[config.mk]
export PLATFORM = sky130hd
export DESIGN_NAME = mlkem_cond_sub
export DESIGN_NICKNAME = d
export VERILOG_FILES = /design/src/mlkem_mask_pkg.sv /design/src/masked_share_if.sv /design/src/barrett_rnd_if.sv /design/src/masked_and.sv /design/src/masked_b2a.sv /design/src/barrett_if_cond.sv /design/src/share_refresh_pipe.sv /design/src/cond_sub_combine.sv /design/src/mlkem_cond_sub.sv
export SDC_FILE = /design/constraint.sdc
export NUM_CORES = 1
export LEC_CHECK = 0
export BUFFER_PORTS_ARGS = -buffer_cell sky130_fd_sc_hd__buf_2
export CAP_MARGIN = 5
export CORE_UTILIZATION = 50
export CTS_BUF_LIST = sky130_fd_sc_hd__clkbuf_2
export CTS_CLUSTER_DIAMETER = 40
export DETAILED_ROUTE_END_ITERATION = 10
export GPL_ROUTABILITY_DRIVEN = 0
export PLACE_DENSITY = 0.72
export SLEW_MARGIN = 10
export SYNTH_ARGS = -nofsm -noshare
export SYNTH_HDL_FRONTEND = slang
export SYNTH_SLANG_ARGS = --single-unit
[constraint.sdc]
create_clock -name clk -period 3.2 [get_ports clk]
set_input_delay 0.16 -clock clk [delete_from_list [all_inputs] [get_ports clk]]
set_output_delay 0.16 -clock clk [all_outputs]
set_load 0.02 [all_outputs]
[src/mlkem_mask_pkg.sv]
// ML-KEM masked conditional subtraction package
// Modulus, share widths and pipeline depths shared by every block
// of the first-order masked subtraction stage

`default_nettype none

package mlkem_mask_pkg;

    // ------------------------------
    // Modulus
    // ------------------------------
    localparam int q_width = 12;
    localparam logic [q_width-1:0] mlkem_q = 12'd3329;

    // Arithmetic shares are summed modulo 2^share_width
    localparam int share_width = 14;

    // ------------------------------
    // Latency
    // ------------------------------
    // Depth of the condition path and of the refresh pipe
    localparam int cond_latency = 3;
    // Input strobe to output strobe, one more for the combiner register
    localparam int total_latency = cond_latency + 1;

    // Two arithmetic or Boolean shares, index 0 and 1
    typedef logic [1:0][share_width-1:0] share_t;

endpackage

`default_nettype wire

[src/masked_share_if.sv]
// Masked share bus
// Carries a one-cycle valid strobe and two arithmetic shares of one
// coefficient from one pipeline stage to the next

`default_nettype none

interface masked_share_if;

    // Shares only meaningful while valid is high
    logic                                   valid;
    logic [mlkem_mask_pkg::share_width-1:0] share0;
    logic [mlkem_mask_pkg::share_width-1:0] share1;

    // Producing stage
    modport src (output valid, output share0, output share1);

    // Consuming stage
    modport dst (input valid, input share0, input share1);

endinterface

`default_nettype wire

[src/barrett_rnd_if.sv]
// Randomness bus for the masked condition path
// Fresh values every cycle from the external entropy source,
// no handshake

`default_nettype none

interface barrett_rnd_if;

    // Refresh of the shared condition bit
    logic                                   rnd_bit;
    // Boolean split of q
    logic [mlkem_mask_pkg::q_width-1:0]     rnd_q;
    // One mask bit per DOM AND gate
    logic [mlkem_mask_pkg::share_width-1:0] rnd_and;
    // Gamma for the B2A conversion
    logic [mlkem_mask_pkg::share_width-1:0] rnd_b2a;

    modport src (output rnd_bit, output rnd_q, output rnd_and, output rnd_b2a);
    modport dst (input rnd_bit, input rnd_q, input rnd_and, input rnd_b2a);

endinterface

`default_nettype wire

[src/masked_and.sv]
// First-order domain-oriented masked AND
// Two Boolean-shared bits in, one Boolean-shared bit out
// Cross-domain terms are remasked before the register stage,
// one cycle of latency

`default_nettype none

module masked_and (
    input  logic       clk,
    input  logic       reset,
    input  logic       zeroize,
    input  logic [1:0] x,
    input  logic [1:0] y,
    input  logic       rnd,
    output logic [1:0] z
);

    // Inner-domain products
    logic p00_q;
    logic p11_q;
    // Masked cross-domain products
    logic p01_q;
    logic p10_q;

    // ------------------------------
    // Product register
    // ------------------------------
    always_ff @(posedge clk) begin
        if (reset || zeroize) begin
            p00_q <= 1'b0;
            p11_q <= 1'b0;
            p01_q <= 1'b0;
            p10_q <= 1'b0;
        end else begin
            p00_q <= x[0] & y[0];
            p11_q <= x[1] & y[1];
            // Same mask on both cross terms, it cancels in the output sum
            p01_q <= (x[0] & y[1]) ^ rnd;
            p10_q <= (x[1] & y[0]) ^ rnd;
        end
    end

    // Domain integration only after the register
    assign z[0] = p00_q ^ p01_q;
    assign z[1] = p11_q ^ p10_q;

endmodule

`default_nettype wire

[src/masked_b2a.sv]
// Masked Boolean-to-arithmetic conversion
// Goubin-style first-order conversion of a Boolean-shared word into
// two arithmetic shares modulo 2^14
// Stage one forms the two masked terms, stage two combines them,
// result two cycles after the input

`default_nettype none

module masked_b2a (
    input  logic                                   clk,
    input  logic                                   reset,
    input  logic                                   zeroize,
    input  mlkem_mask_pkg::share_t                 x_bool,
    input  logic [mlkem_mask_pkg::share_width-1:0] rnd,
    output mlkem_mask_pkg::share_t                 x_arith
);

    // Masked operands for the affine function phi(a) = (x0 ^ a) - a
    logic [mlkem_mask_pkg::share_width-1:0] gamma_mix;

    // Stage one registers
    logic [mlkem_mask_pkg::share_width-1:0] t1_q;
    logic [mlkem_mask_pkg::share_width-1:0] t2_q;
    logic [mlkem_mask_pkg::share_width-1:0] x0_q;
    logic [mlkem_mask_pkg::share_width-1:0] x1_q;

    // Second Boolean share hidden by gamma
    assign gamma_mix = x_bool[1] ^ rnd;

    // ------------------------------
    // Stage one
    // ------------------------------
    always_ff @(posedge clk) begin
        if (reset || zeroize) begin
            t1_q <= '0;
            t2_q <= '0;
            x0_q <= '0;
            x1_q <= '0;
        end else begin
            // phi(gamma)
            t1_q <= (x_bool[0] ^ rnd) - rnd;
            // phi(x1 ^ gamma)
            t2_q <= (x_bool[0] ^ gamma_mix) - gamma_mix;
            x0_q <= x_bool[0];
            x1_q <= x_bool[1];
        end
    end

    // ------------------------------
    // Stage two
    // ------------------------------
    // phi is affine over GF(2), so phi(x1) = phi(gamma) ^ phi(x1 ^ gamma) ^ x0
    // and phi(x1) + x1 gives back x0 ^ x1
    always_ff @(posedge clk) begin
        if (reset || zeroize) begin
            x_arith <= '0;
        end else begin
            x_arith[0] <= t1_q ^ t2_q ^ x0_q;
            x_arith[1] <= x1_q;
        end
    end

endmodule

`default_nettype wire

[src/barrett_if_cond.sv]
// Masked condition path of the conditional subtraction
// Tests whether the shared coefficient is at least 2^12 and returns
// arithmetic shares of q when it is, of zero otherwise
// One cycle of DOM AND, two cycles of B2A, three cycles in total

`default_nettype none

module barrett_if_cond (
    input  logic                   clk,
    input  logic                   reset,
    input  logic                   zeroize,
    input  mlkem_mask_pkg::share_t c_in,
    barrett_rnd_if.dst             rnd,
    output mlkem_mask_pkg::share_t q_shares
);

    // Unmasked sum, only used for its two top bits
    logic [mlkem_mask_pkg::share_width-1:0] c_sum;
    logic                                   c_ge;
    // Condition as a refreshed Boolean pair
    logic [1:0]                             cond_bool;
    // q zero-extended and split into Boolean shares
    mlkem_mask_pkg::share_t                 q_bool;
    // Per-bit AND outputs, then packed back into a word pair
    logic [1:0]                             and_out [mlkem_mask_pkg::share_width];
    mlkem_mask_pkg::share_t                 and_bool;

    // ------------------------------
    // Condition bit
    // ------------------------------
    always_comb begin
        c_sum = c_in[0] + c_in[1];
        // c >= 4096 when bit 12 or bit 13 is set
        c_ge = c_sum[12] | c_sum[13];
        cond_bool[0] = c_ge ^ rnd.rnd_bit;
        cond_bool[1] = rnd.rnd_bit;
    end

    // Boolean split of q, top two bits stay zero in both shares
    always_comb begin
        q_bool[0] = {2'b00, mlkem_mask_pkg::mlkem_q ^ rnd.rnd_q};
        q_bool[1] = {2'b00, rnd.rnd_q};
    end

    // ------------------------------
    // Bitwise masked AND with the condition
    // ------------------------------
    for (genvar i = 0; i < mlkem_mask_pkg::share_width; i++) begin : gen_and
        masked_and u_and (
            .clk     (clk),
            .reset   (reset),
            .zeroize (zeroize),
            .x       (cond_bool),
            .y       ({q_bool[1][i], q_bool[0][i]}),
            .rnd     (rnd.rnd_and[i]),
            .z       (and_out[i])
        );
    end

    // Bit pairs back into one word per share
    always_comb begin
        for (int i = 0; i < mlkem_mask_pkg::share_width; i++) begin
            and_bool[0][i] = and_out[i][0];
            and_bool[1][i] = and_out[i][1];
        end
    end

    // Boolean shares of q or zero into arithmetic shares
    masked_b2a u_b2a (
        .clk     (clk),
        .reset   (reset),
        .zeroize (zeroize),
        .x_bool  (and_bool),
        .rnd     (rnd.rnd_b2a),
        .x_arith (q_shares)
    );

endmodule

`default_nettype wire

[src/share_refresh_pipe.sv]
// Share refresh pipeline
// Delays the input shares and valid by the depth of the condition
// path and remasks the pair at every stage with a fresh slice

`default_nettype none

module share_refresh_pipe (
    input  logic                   clk,
    input  logic                   reset,
    input  logic                   zeroize,
    input  logic                   valid_in,
    input  mlkem_mask_pkg::share_t c_in,
    input  logic [mlkem_mask_pkg::cond_latency*mlkem_mask_pkg::share_width-1:0] rnd_refresh,
    masked_share_if.src            pipe_out
);

    // Valid shift register, index 0 is the first stage
    logic [mlkem_mask_pkg::cond_latency-1:0] vld_q;
    mlkem_mask_pkg::share_t                  stage_q [mlkem_mask_pkg::cond_latency];
    // Per-stage remask value
    logic [mlkem_mask_pkg::share_width-1:0]  mask [mlkem_mask_pkg::cond_latency];

    always_comb begin
        for (int k = 0; k < mlkem_mask_pkg::cond_latency; k++) begin
            mask[k] = rnd_refresh[k*mlkem_mask_pkg::share_width +: mlkem_mask_pkg::share_width];
        end
    end

    // ------------------------------
    // Stages
    // ------------------------------
    // Add to share0, subtract from share1, sum mod 2^14 unchanged
    always_ff @(posedge clk) begin
        if (reset || zeroize) begin
            vld_q <= '0;
            for (int k = 0; k < mlkem_mask_pkg::cond_latency; k++) begin
                stage_q[k] <= '0;
            end
        end else begin
            vld_q <= {vld_q[mlkem_mask_pkg::cond_latency-2:0], valid_in};
            stage_q[0][0] <= c_in[0] + mask[0];
            stage_q[0][1] <= c_in[1] - mask[0];
            for (int k = 1; k < mlkem_mask_pkg::cond_latency; k++) begin
                stage_q[k][0] <= stage_q[k-1][0] + mask[k];
                stage_q[k][1] <= stage_q[k-1][1] - mask[k];
            end
        end
    end

    // Last stage onto the bus
    assign pipe_out.valid  = vld_q[mlkem_mask_pkg::cond_latency-1];
    assign pipe_out.share0 = stage_q[mlkem_mask_pkg::cond_latency-1][0];
    assign pipe_out.share1 = stage_q[mlkem_mask_pkg::cond_latency-1][1];

endmodule

`default_nettype wire

[src/cond_sub_combine.sv]
// Conditional subtraction combiner
// Subtracts the masked q shares from the delayed coefficient shares,
// share by share modulo 2^14, and registers the result with valid

`default_nettype none

module cond_sub_combine (
    input  logic                   clk,
    input  logic                   reset,
    input  logic                   zeroize,
    masked_share_if.dst            pipe_in,
    input  mlkem_mask_pkg::share_t q_shares,
    output logic                   valid_out,
    output mlkem_mask_pkg::share_t c_out
);

    // ------------------------------
    // Output register
    // ------------------------------
    always_ff @(posedge clk) begin
        if (reset || zeroize) begin
            valid_out <= 1'b0;
            c_out     <= '0;
        end else begin
            valid_out <= pipe_in.valid;
            // Shares only move on a valid word, otherwise hold the last result
            if (pipe_in.valid) begin
                // Domains never mix, each share loses its own q share
                c_out[0] <= pipe_in.share0 - q_shares[0];
                c_out[1] <= pipe_in.share1 - q_shares[1];
            end
        end
    end

endmodule

`default_nettype wire

[src/mlkem_cond_sub.sv]
// ML-KEM masked conditional subtraction, top level
// Subtracts q = 3329 from a two-share coefficient when it is >= 4096
// Masked condition path and share refresh pipe run side by side,
// combiner joins them, four cycles from valid_in to valid_out

`default_nettype none

module mlkem_cond_sub (
    input  logic        clk,
    input  logic        reset,
    input  logic        zeroize,
    input  logic        valid_in,
    input  logic [13:0] c_share0,
    input  logic [13:0] c_share1,
    input  logic        rnd_bit,
    input  logic [11:0] rnd_q,
    input  logic [13:0] rnd_and,
    input  logic [13:0] rnd_b2a,
    input  logic [41:0] rnd_refresh,
    output logic        valid_out,
    output logic [13:0] out_share0,
    output logic [13:0] out_share1
);

    mlkem_mask_pkg::share_t c_in;
    mlkem_mask_pkg::share_t q_shares;
    mlkem_mask_pkg::share_t c_out;

    barrett_rnd_if  rnd_bus ();
    masked_share_if pipe_out ();

    // ------------------------------
    // Port mapping
    // ------------------------------
    assign c_in            = {c_share1, c_share0};
    assign rnd_bus.rnd_bit = rnd_bit;
    assign rnd_bus.rnd_q   = rnd_q;
    assign rnd_bus.rnd_and = rnd_and;
    assign rnd_bus.rnd_b2a = rnd_b2a;
    assign out_share0      = c_out[0];
    assign out_share1      = c_out[1];

    // Shares of q or of zero, three cycles
    barrett_if_cond u_cond (
        .clk      (clk),
        .reset    (reset),
        .zeroize  (zeroize),
        .c_in     (c_in),
        .rnd      (rnd_bus.dst),
        .q_shares (q_shares)
    );

    // Delayed and remasked coefficient, same depth
    share_refresh_pipe u_pipe (
        .clk         (clk),
        .reset       (reset),
        .zeroize     (zeroize),
        .valid_in    (valid_in),
        .c_in        (c_in),
        .rnd_refresh (rnd_refresh),
        .pipe_out    (pipe_out.src)
    );

    cond_sub_combine u_combine (
        .clk       (clk),
        .reset     (reset),
        .zeroize   (zeroize),
        .pipe_in   (pipe_out.dst),
        .q_shares  (q_shares),
        .valid_out (valid_out),
        .c_out     (c_out)
    );

endmodule

`default_nettype wire

Yosys cells after proc, flatten, opt, wreduce, memory -nomap -nowiden
Memories as Yosys holds them, arrays and structs flattened.
Index checks and enable logic that the tools add are counted.
{"block": "word_totals", "register_bits": 166, "latchBits": 0, "ram_bits": 84, "rom_bits": 0, "out_inout_bits": 29, "memories": 1}
{"block": "op_classes", "addsub": 11, "multipliers": 0, "n_div": 0, "order_cmp": 0, "eq_ne": 0, "shifts": 0, "mux": 9, "bitwise_logic": 94, "n_reduce_logical": 1}
{"name": "u_pipe.stage_q", "words": 3, "width": 28, "read_ports": 3, "rd_ports_with_merged_regs": 0, "wr": 3, "line": "share_refresh_pipe.sv:19", "source": "mlkem_mask_pkg::share_t stage_q [mlkem_mask_pkg::cond_latency];"}
{"cell": "14-bit subtractor", "n": 7}
{"cell": "14-bit two-way mux", "n": 6}
{"cell": "14-bit bitwise XOR", "n": 5}
{"cell": "14-bit adder", "n": 4}
{"cell": "1-bit bitwise XOR", "n": 49}
{"cell": "1-bit AND", "n": 32}
{"cell": "1-bit bitwise OR", "n": 7}
{"cell": "4-bit inverter", "n": 1}
{"cell": "1-bit two-way mux", "n": 3}
{"cell": "1-bit logical OR", "n": 1}

Depth between registers and ports, before layout
{"block": "depth", "depth_word": 5, "depth_mapped": 11, "mapped_depth_nobuf": 11}

Modules after synthesis
Synthesis repeated with hierarchy kept, for this count alone.
{"block": "unflattened", "cells_unflattened": 1710, "hier_area_um2": 15029.4}
{"module": "share_refresh_pipe", "instances": 1, "cells_per_inst": 701, "area_per_inst_um2": 5866.9, "seq_area_each_um2": 1741.7}
{"module": "masked_b2a", "instances": 1, "cells_per_inst": 436, "area_per_inst_um2": 4139.0, "seq_area_each_um2": 1681.6}
{"module": "masked_and", "instances": 14, "cells_per_inst": 16, "area_per_inst_um2": 165.2, "seq_area_each_um2": 80.1}
{"module": "cond_sub_combine", "instances": 1, "cells_per_inst": 295, "area_per_inst_um2": 2287.2, "seq_area_each_um2": 580.6}
{"module": "barrett_if_cond", "instances": 1, "cells_per_inst": 54, "area_per_inst_um2": 424.2, "seq_area_each_um2": 0.0}

Worst setup path before layout
OpenSTA, ideal clock, no wires.
{"block": "synth_path", "kind": "register to register", "startpoint": "register u_cond.gen_and[2].u_and.p01_q", "endpoint": "register u_cond.u_b2a.t1_q[13] (netlist bit)", "setup_ps": 123, "t_arrival_ps": 2606, "required_ps": 3077, "slack_ps": 470, "path_stages_with_launch": 12, "path_buffers": 0, "period_less_slack_ps": 2730, "cell_sequence": "dfxtp_1 -> xnor2_2 -> inv_1 -> ha_1 -> nand2b_1 -> a211o_1 -> o211ai_2 -> and4b_1 -> o31ai_2 -> o31a_1 -> o21ai_1 -> mux2_1"}
{"item": "from (decl)", "line": "masked_and.sv:22", "source": "logic p01_q;"}
{"item": "from (signal assigned)", "line": "masked_and.sv:38", "source": "p01_q <= (x[0] & y[1]) ^ rnd;"}
{"item": "to (signal assigned)", "line": "masked_b2a.sv:41", "source": "t1_q <= (x_bool[0] ^ rnd) - rnd;"}
{"item": "to (decl)", "line": "masked_b2a.sv:22", "source": "logic [mlkem_mask_pkg::share_width-1:0] t1_q;"}

==> metrics.md <==
| Metric | Value |
|---|---|
| Status | `finished, violations left` |
| Failing checks | `negative setup slack` |
| Final Hold Vio Count | `0` |
| Type of origin of the critical path | `primary input` |
| Post-Route WL | `33.4 mm` |
| Synth top area cells | `dfxtp_1 36%, ha_1 12%, xnor2_1 5.8%` |
| Final worst setup slack | `-0.0451 ns` |
| CP max stage cell | `dlygate4sd3_1` |
| CP Capture Type | `flip-flop` |
| Yosys warnings | `0` |
| Max-Cap Viols | `0` |
| Hold WS | `0.0755 ns` |
| Multi-input logic area | `8110 sq um` |
| Asr flop ratio synth | `0%` |
| Reg clk slew, reported paths | `0.08 ns` |
| Initial drt markers | `566` |
| Seq/Total Area, Yosys | `36.4%` |
| Core area | `26900 sq um` |
| CP arrival | `3.91 ns` |
| Nets@finish | `2171` |
| Synth Area in Adders | `12.9%` |
| Setup TNS | `-0.0451 ns` |
| Antenna violations before repair | `1` |
| Number of detailed-route iterations in the first pass | `5` |
| Hold Crit Class | `in2reg` |
| WS Path Type | `in2reg` |
| Most common flop cell mapped by yosys | `dfxtp_1` |
| Tcrit/Tclk final | `101%` |
| GRT Overall Usage | `24.1%` |
| R2R Setup Slk | `0.19 ns` |
| Flop and latch count out of synthesis | `248` |
| Crit-path most repeated cell | `dlygate4sd3_1` |
| Starting Density | `50.8%` |
| Area leader, netlist | `dfxtp_1` |
| Pin count of the biggest net entering global routing | `75` |
| Tmin final | `3.25 ns` |
| Fillers | `2227` |
| EDFF count, synth | `0` |
| Remaining Overflow, GRT | `0` |
| Compound-Gate Fraction of Synth Area | `13.4%` |
| Placed insts | `2014` |
| Crit-path max FO | `4` |
| Proportion of synthesized area in mux cells | `2.59%` |
| CTS Sinks | `248` |
| Avg Synthesized Cell Area | `8.76 sq um` |
| Clock Skew | `0.0595 ns` |
| Actual slew at the worst max-slew pin | `0.821 ns` |
| Pwr Density | `455 nW/um^2` |
| Number of vias per cell | `5.23` |
| Area Overhead vs Synth | `25.9%` |
| Post-synth net total | `1809` |
| Library cells used by synthesis | `71` |
| Relative slew slack | `45.2%` |
| CP cell instances | `dlygate4sd3_1 > buf_2 > ha_1 > dlygate4sd3_1 > o21ai_0 > a21boi_0 > buf_4 > o211ai_1 > a31oi_1 > a31oi_1 > xnor2_1 > dlygate4sd3_1 > nor2_1` |
| Port Buffer Count | `142` |
| Clk_lat worst skew | `0.79 ns` |
| Post-Synth Simple-Gate Area | `18.7%` |
| VDD IR-drop max | `0.226 mV` |
| Die footprint | `27900 sq um` |
| WL/cell | `14.5 um` |
| Post-route ant nets | `0` |
| I/O Pins | `144` |
| Finished Core Util | `63.9%` |
| Leakage | `8.04 nW` |
| DRC errors left | `0` |
| Cts bufs inserted | `67` |
| Crit path largest cell delay | `0.62 ns` |
| Fmax | `308 MHz` |
| CTS tree | `yes` |
| # setup viols final | `1` |
| Final non-filler cell total | `2307` |
| Die height | `167 um` |
| Via count | `12.1k` |
| H-Tree Depth | `3` |
| DP HPWL | `22.8 mm` |
| Critical Path RT | `3.86 ns` |
| Layout cells sized above 1 | `16.1%` |
| Largest family of logic cells by synthesized area | `simple AND/OR/NAND/NOR gates` |
| Post-synthesis cell area | `13600 sq um` |
| Max Slew Vio Count | `0` |
| Clock Tree Buf Depth | `3` |
| Mapped Cells | `1558` |
| Post-synth top area share | `36.4%` |
| CTS root buf | `clkbuf_2` |
| Row count | `60` |
| Reg area | `4960 sq um` |
| Synth Area in XOR/XNOR | `11.3%` |
| Die width | `167 um` |
| Vias in the first global route | `11.8k` |
| First-pass GRT wire length | `54.9 mm` |
[synthesized netlist by cell type (all sizes together) (3+ instances only)]
| library cell | n |
|---|---|
| nor2b | 30 |
| a31oi | 13 |
| a21boi | 23 |
| nor2 | 196 |
| a41o | 6 |
| mux2i | 33 |
| a211oi | 9 |
| and2 | 29 |
| buf | 8 |
| xor2 | 69 |
| a311oi | 3 |
| o21ai | 60 |
| or3 | 38 |
| xnor3 | 4 |
| or2 | 5 |
| nand4 | 4 |
| o2111ai | 4 |
| a31o | 8 |
| xnor2 | 94 |
| a211o | 4 |
| and3 | 30 |
| clkbuf | 36 |
| nand3 | 26 |
| ha | 128 |
| o41ai | 5 |
| inv | 122 |
| a32oi | 3 |
| a21oi | 65 |
| dfxtp | 248 |
| nand2 | 101 |
| a21o | 24 |
| o31ai | 3 |
| nor3b | 4 |
| fa | 8 |
| o211ai | 14 |
| o21a | 13 |
| nor3 | 54 |
| nand2b | 16 |
[cells in the final DEF (no fill, tap or decap), types with 4 or more instances in the layout]
cell           count
dfxtp_1          248
nor2_1           195
dlygate4sd3_1    172
buf_2            142
ha_1             128
inv_1            122
nand2_1          100
clkbuf_2         100
xnor2_1           89
xor2_1            69
a21oi_1           61
nor3_1            54
o21ai_0           51
or3_1             38
mux2i_1           33
nor2b_1           30
and3_1            30
and2_1            28
nand3_1           26
a21o_1            24
buf_4             21
nand2b_1          16
a21boi_0          15
o21a_1            13
o211ai_1          12
a31oi_1           10
a211oi_1           9
o21ai_1            8
fa_1               8
a31o_2             7
clkinv_1           7
a41o_1             6
xnor2_2            5
a21boi_2           5
a21oi_2            4
a211o_1            4
xnor3_1            4
nand4_1            4
[registers in the layout, summed over array words and instances (netlist names)]
name / count
u_cond.u_b2a.x1_q: 12
u_cond.u_b2a.x0_q: 14
u_cond.gen_and.u_and.p10_q: 14
u_cond.u_b2a.t2_q: 14
u_cond.gen_and.u_and.p01_q: 12
u_cond.gen_and.u_and.p11_q: 12
u_combine.c_out: 28
u_pipe.vld_q: 3
u_cond.u_b2a.t1_q: 14
u_combine.valid_out: 1
u_cond.u_b2a.x_arith: 28
u_pipe.stage_q: 84
u_cond.gen_and.u_and.p00_q: 12
[cell families after synthesis]
logic type                 count (synthesis)
xor gates and xnor gates                 167
DFF                                      248
AOI/OAI and AO/OA                        267
adders and majority gates                136
muxes                                     35
buffers and inverters                    166
and+or+nand+nor                          539
[worst max-delay path: cells and delay by family]
| kind | cells | cell delay (ns) |
|---|---|---|
| and+or+nand+nor | 1 | 0.05 |
| xor gates and xnor gates | 1 | 0.14 |
| adders and majority gates | 1 | 0.31 |
| AOI/OAI and AO/OA | 5 | 1.20 |
| buffers and inverters | 5 | 2.04 |
[report_power, final]
group / switching (mW) / internal, mW / total [mW]
clock: 1.25 / 0.903 / 2.16
sequential: 0.0743 / 3.27 / 3.34
combinational: 1.19 / 1.14 / 2.33
total: 2.52 / 5.31 / 7.82
[path summary, 6_finish.rpt]
kind,endpoint,from,cells past startpoint
hold reg to reg,u_cond.u_b2a.x_arith[19]$_SDFF_PP0_,u_cond.u_b2a.x1_q[5]$_SDFF_PP0_,1
setup reg to reg,u_pipe.stage_q[2][13]$_SDFF_PP0_,u_pipe.stage_q[1][1]$_SDFF_PP0_,10
hold / removal,u_pipe.stage_q[0][18]$_SDFF_PP0_,rnd_refresh[3],6
setup / recovery,u_pipe.stage_q[0][27]$_SDFF_PP0_,c_share1[2],13
[final cells by class]
cell class                      instances  share of cell area (%)
Antenna cell                            2                  0.0291
Clock buffer                          100                    2.91
Clock inverter                         13                   0.473
Inverter                              122                    2.67
Multi-Input combinational cell       1144                    47.2
Sequential cell                       248                    28.9
Tap cell                              341                    2.48
Timing Repair Buffer                  337                    15.3
[through the flow]
step	instance area (sq um)	total power, mW	worst slack, ns
global route	17200	8.33	-0.00686
detailed placement	14800	5.36	0.318
floorplan	13600	4.88	0.470
global placement	14800	5.31	0.420
CTS	17100	7.81	0.0303
finish	17200	7.82	-0.0451
[routing by layer]
metal	up-vias	GRT usage, %	wire length, um
met1	5644	30.0	14900
met2	281	41.3	16200
met5	-	0	0
met4	0	8.58	675
li1	6068	-	-
met3	63	4.87	1660
[what timing repair did]
action,4_1_cts,5_1_grt
resized for setup,0,16
endpoints found under the hold margin,156,0
buffers inserted,0,6
setup endpoints to repair,0,17
hold buffers,172,0
Power figures use the tool's default switching activity.
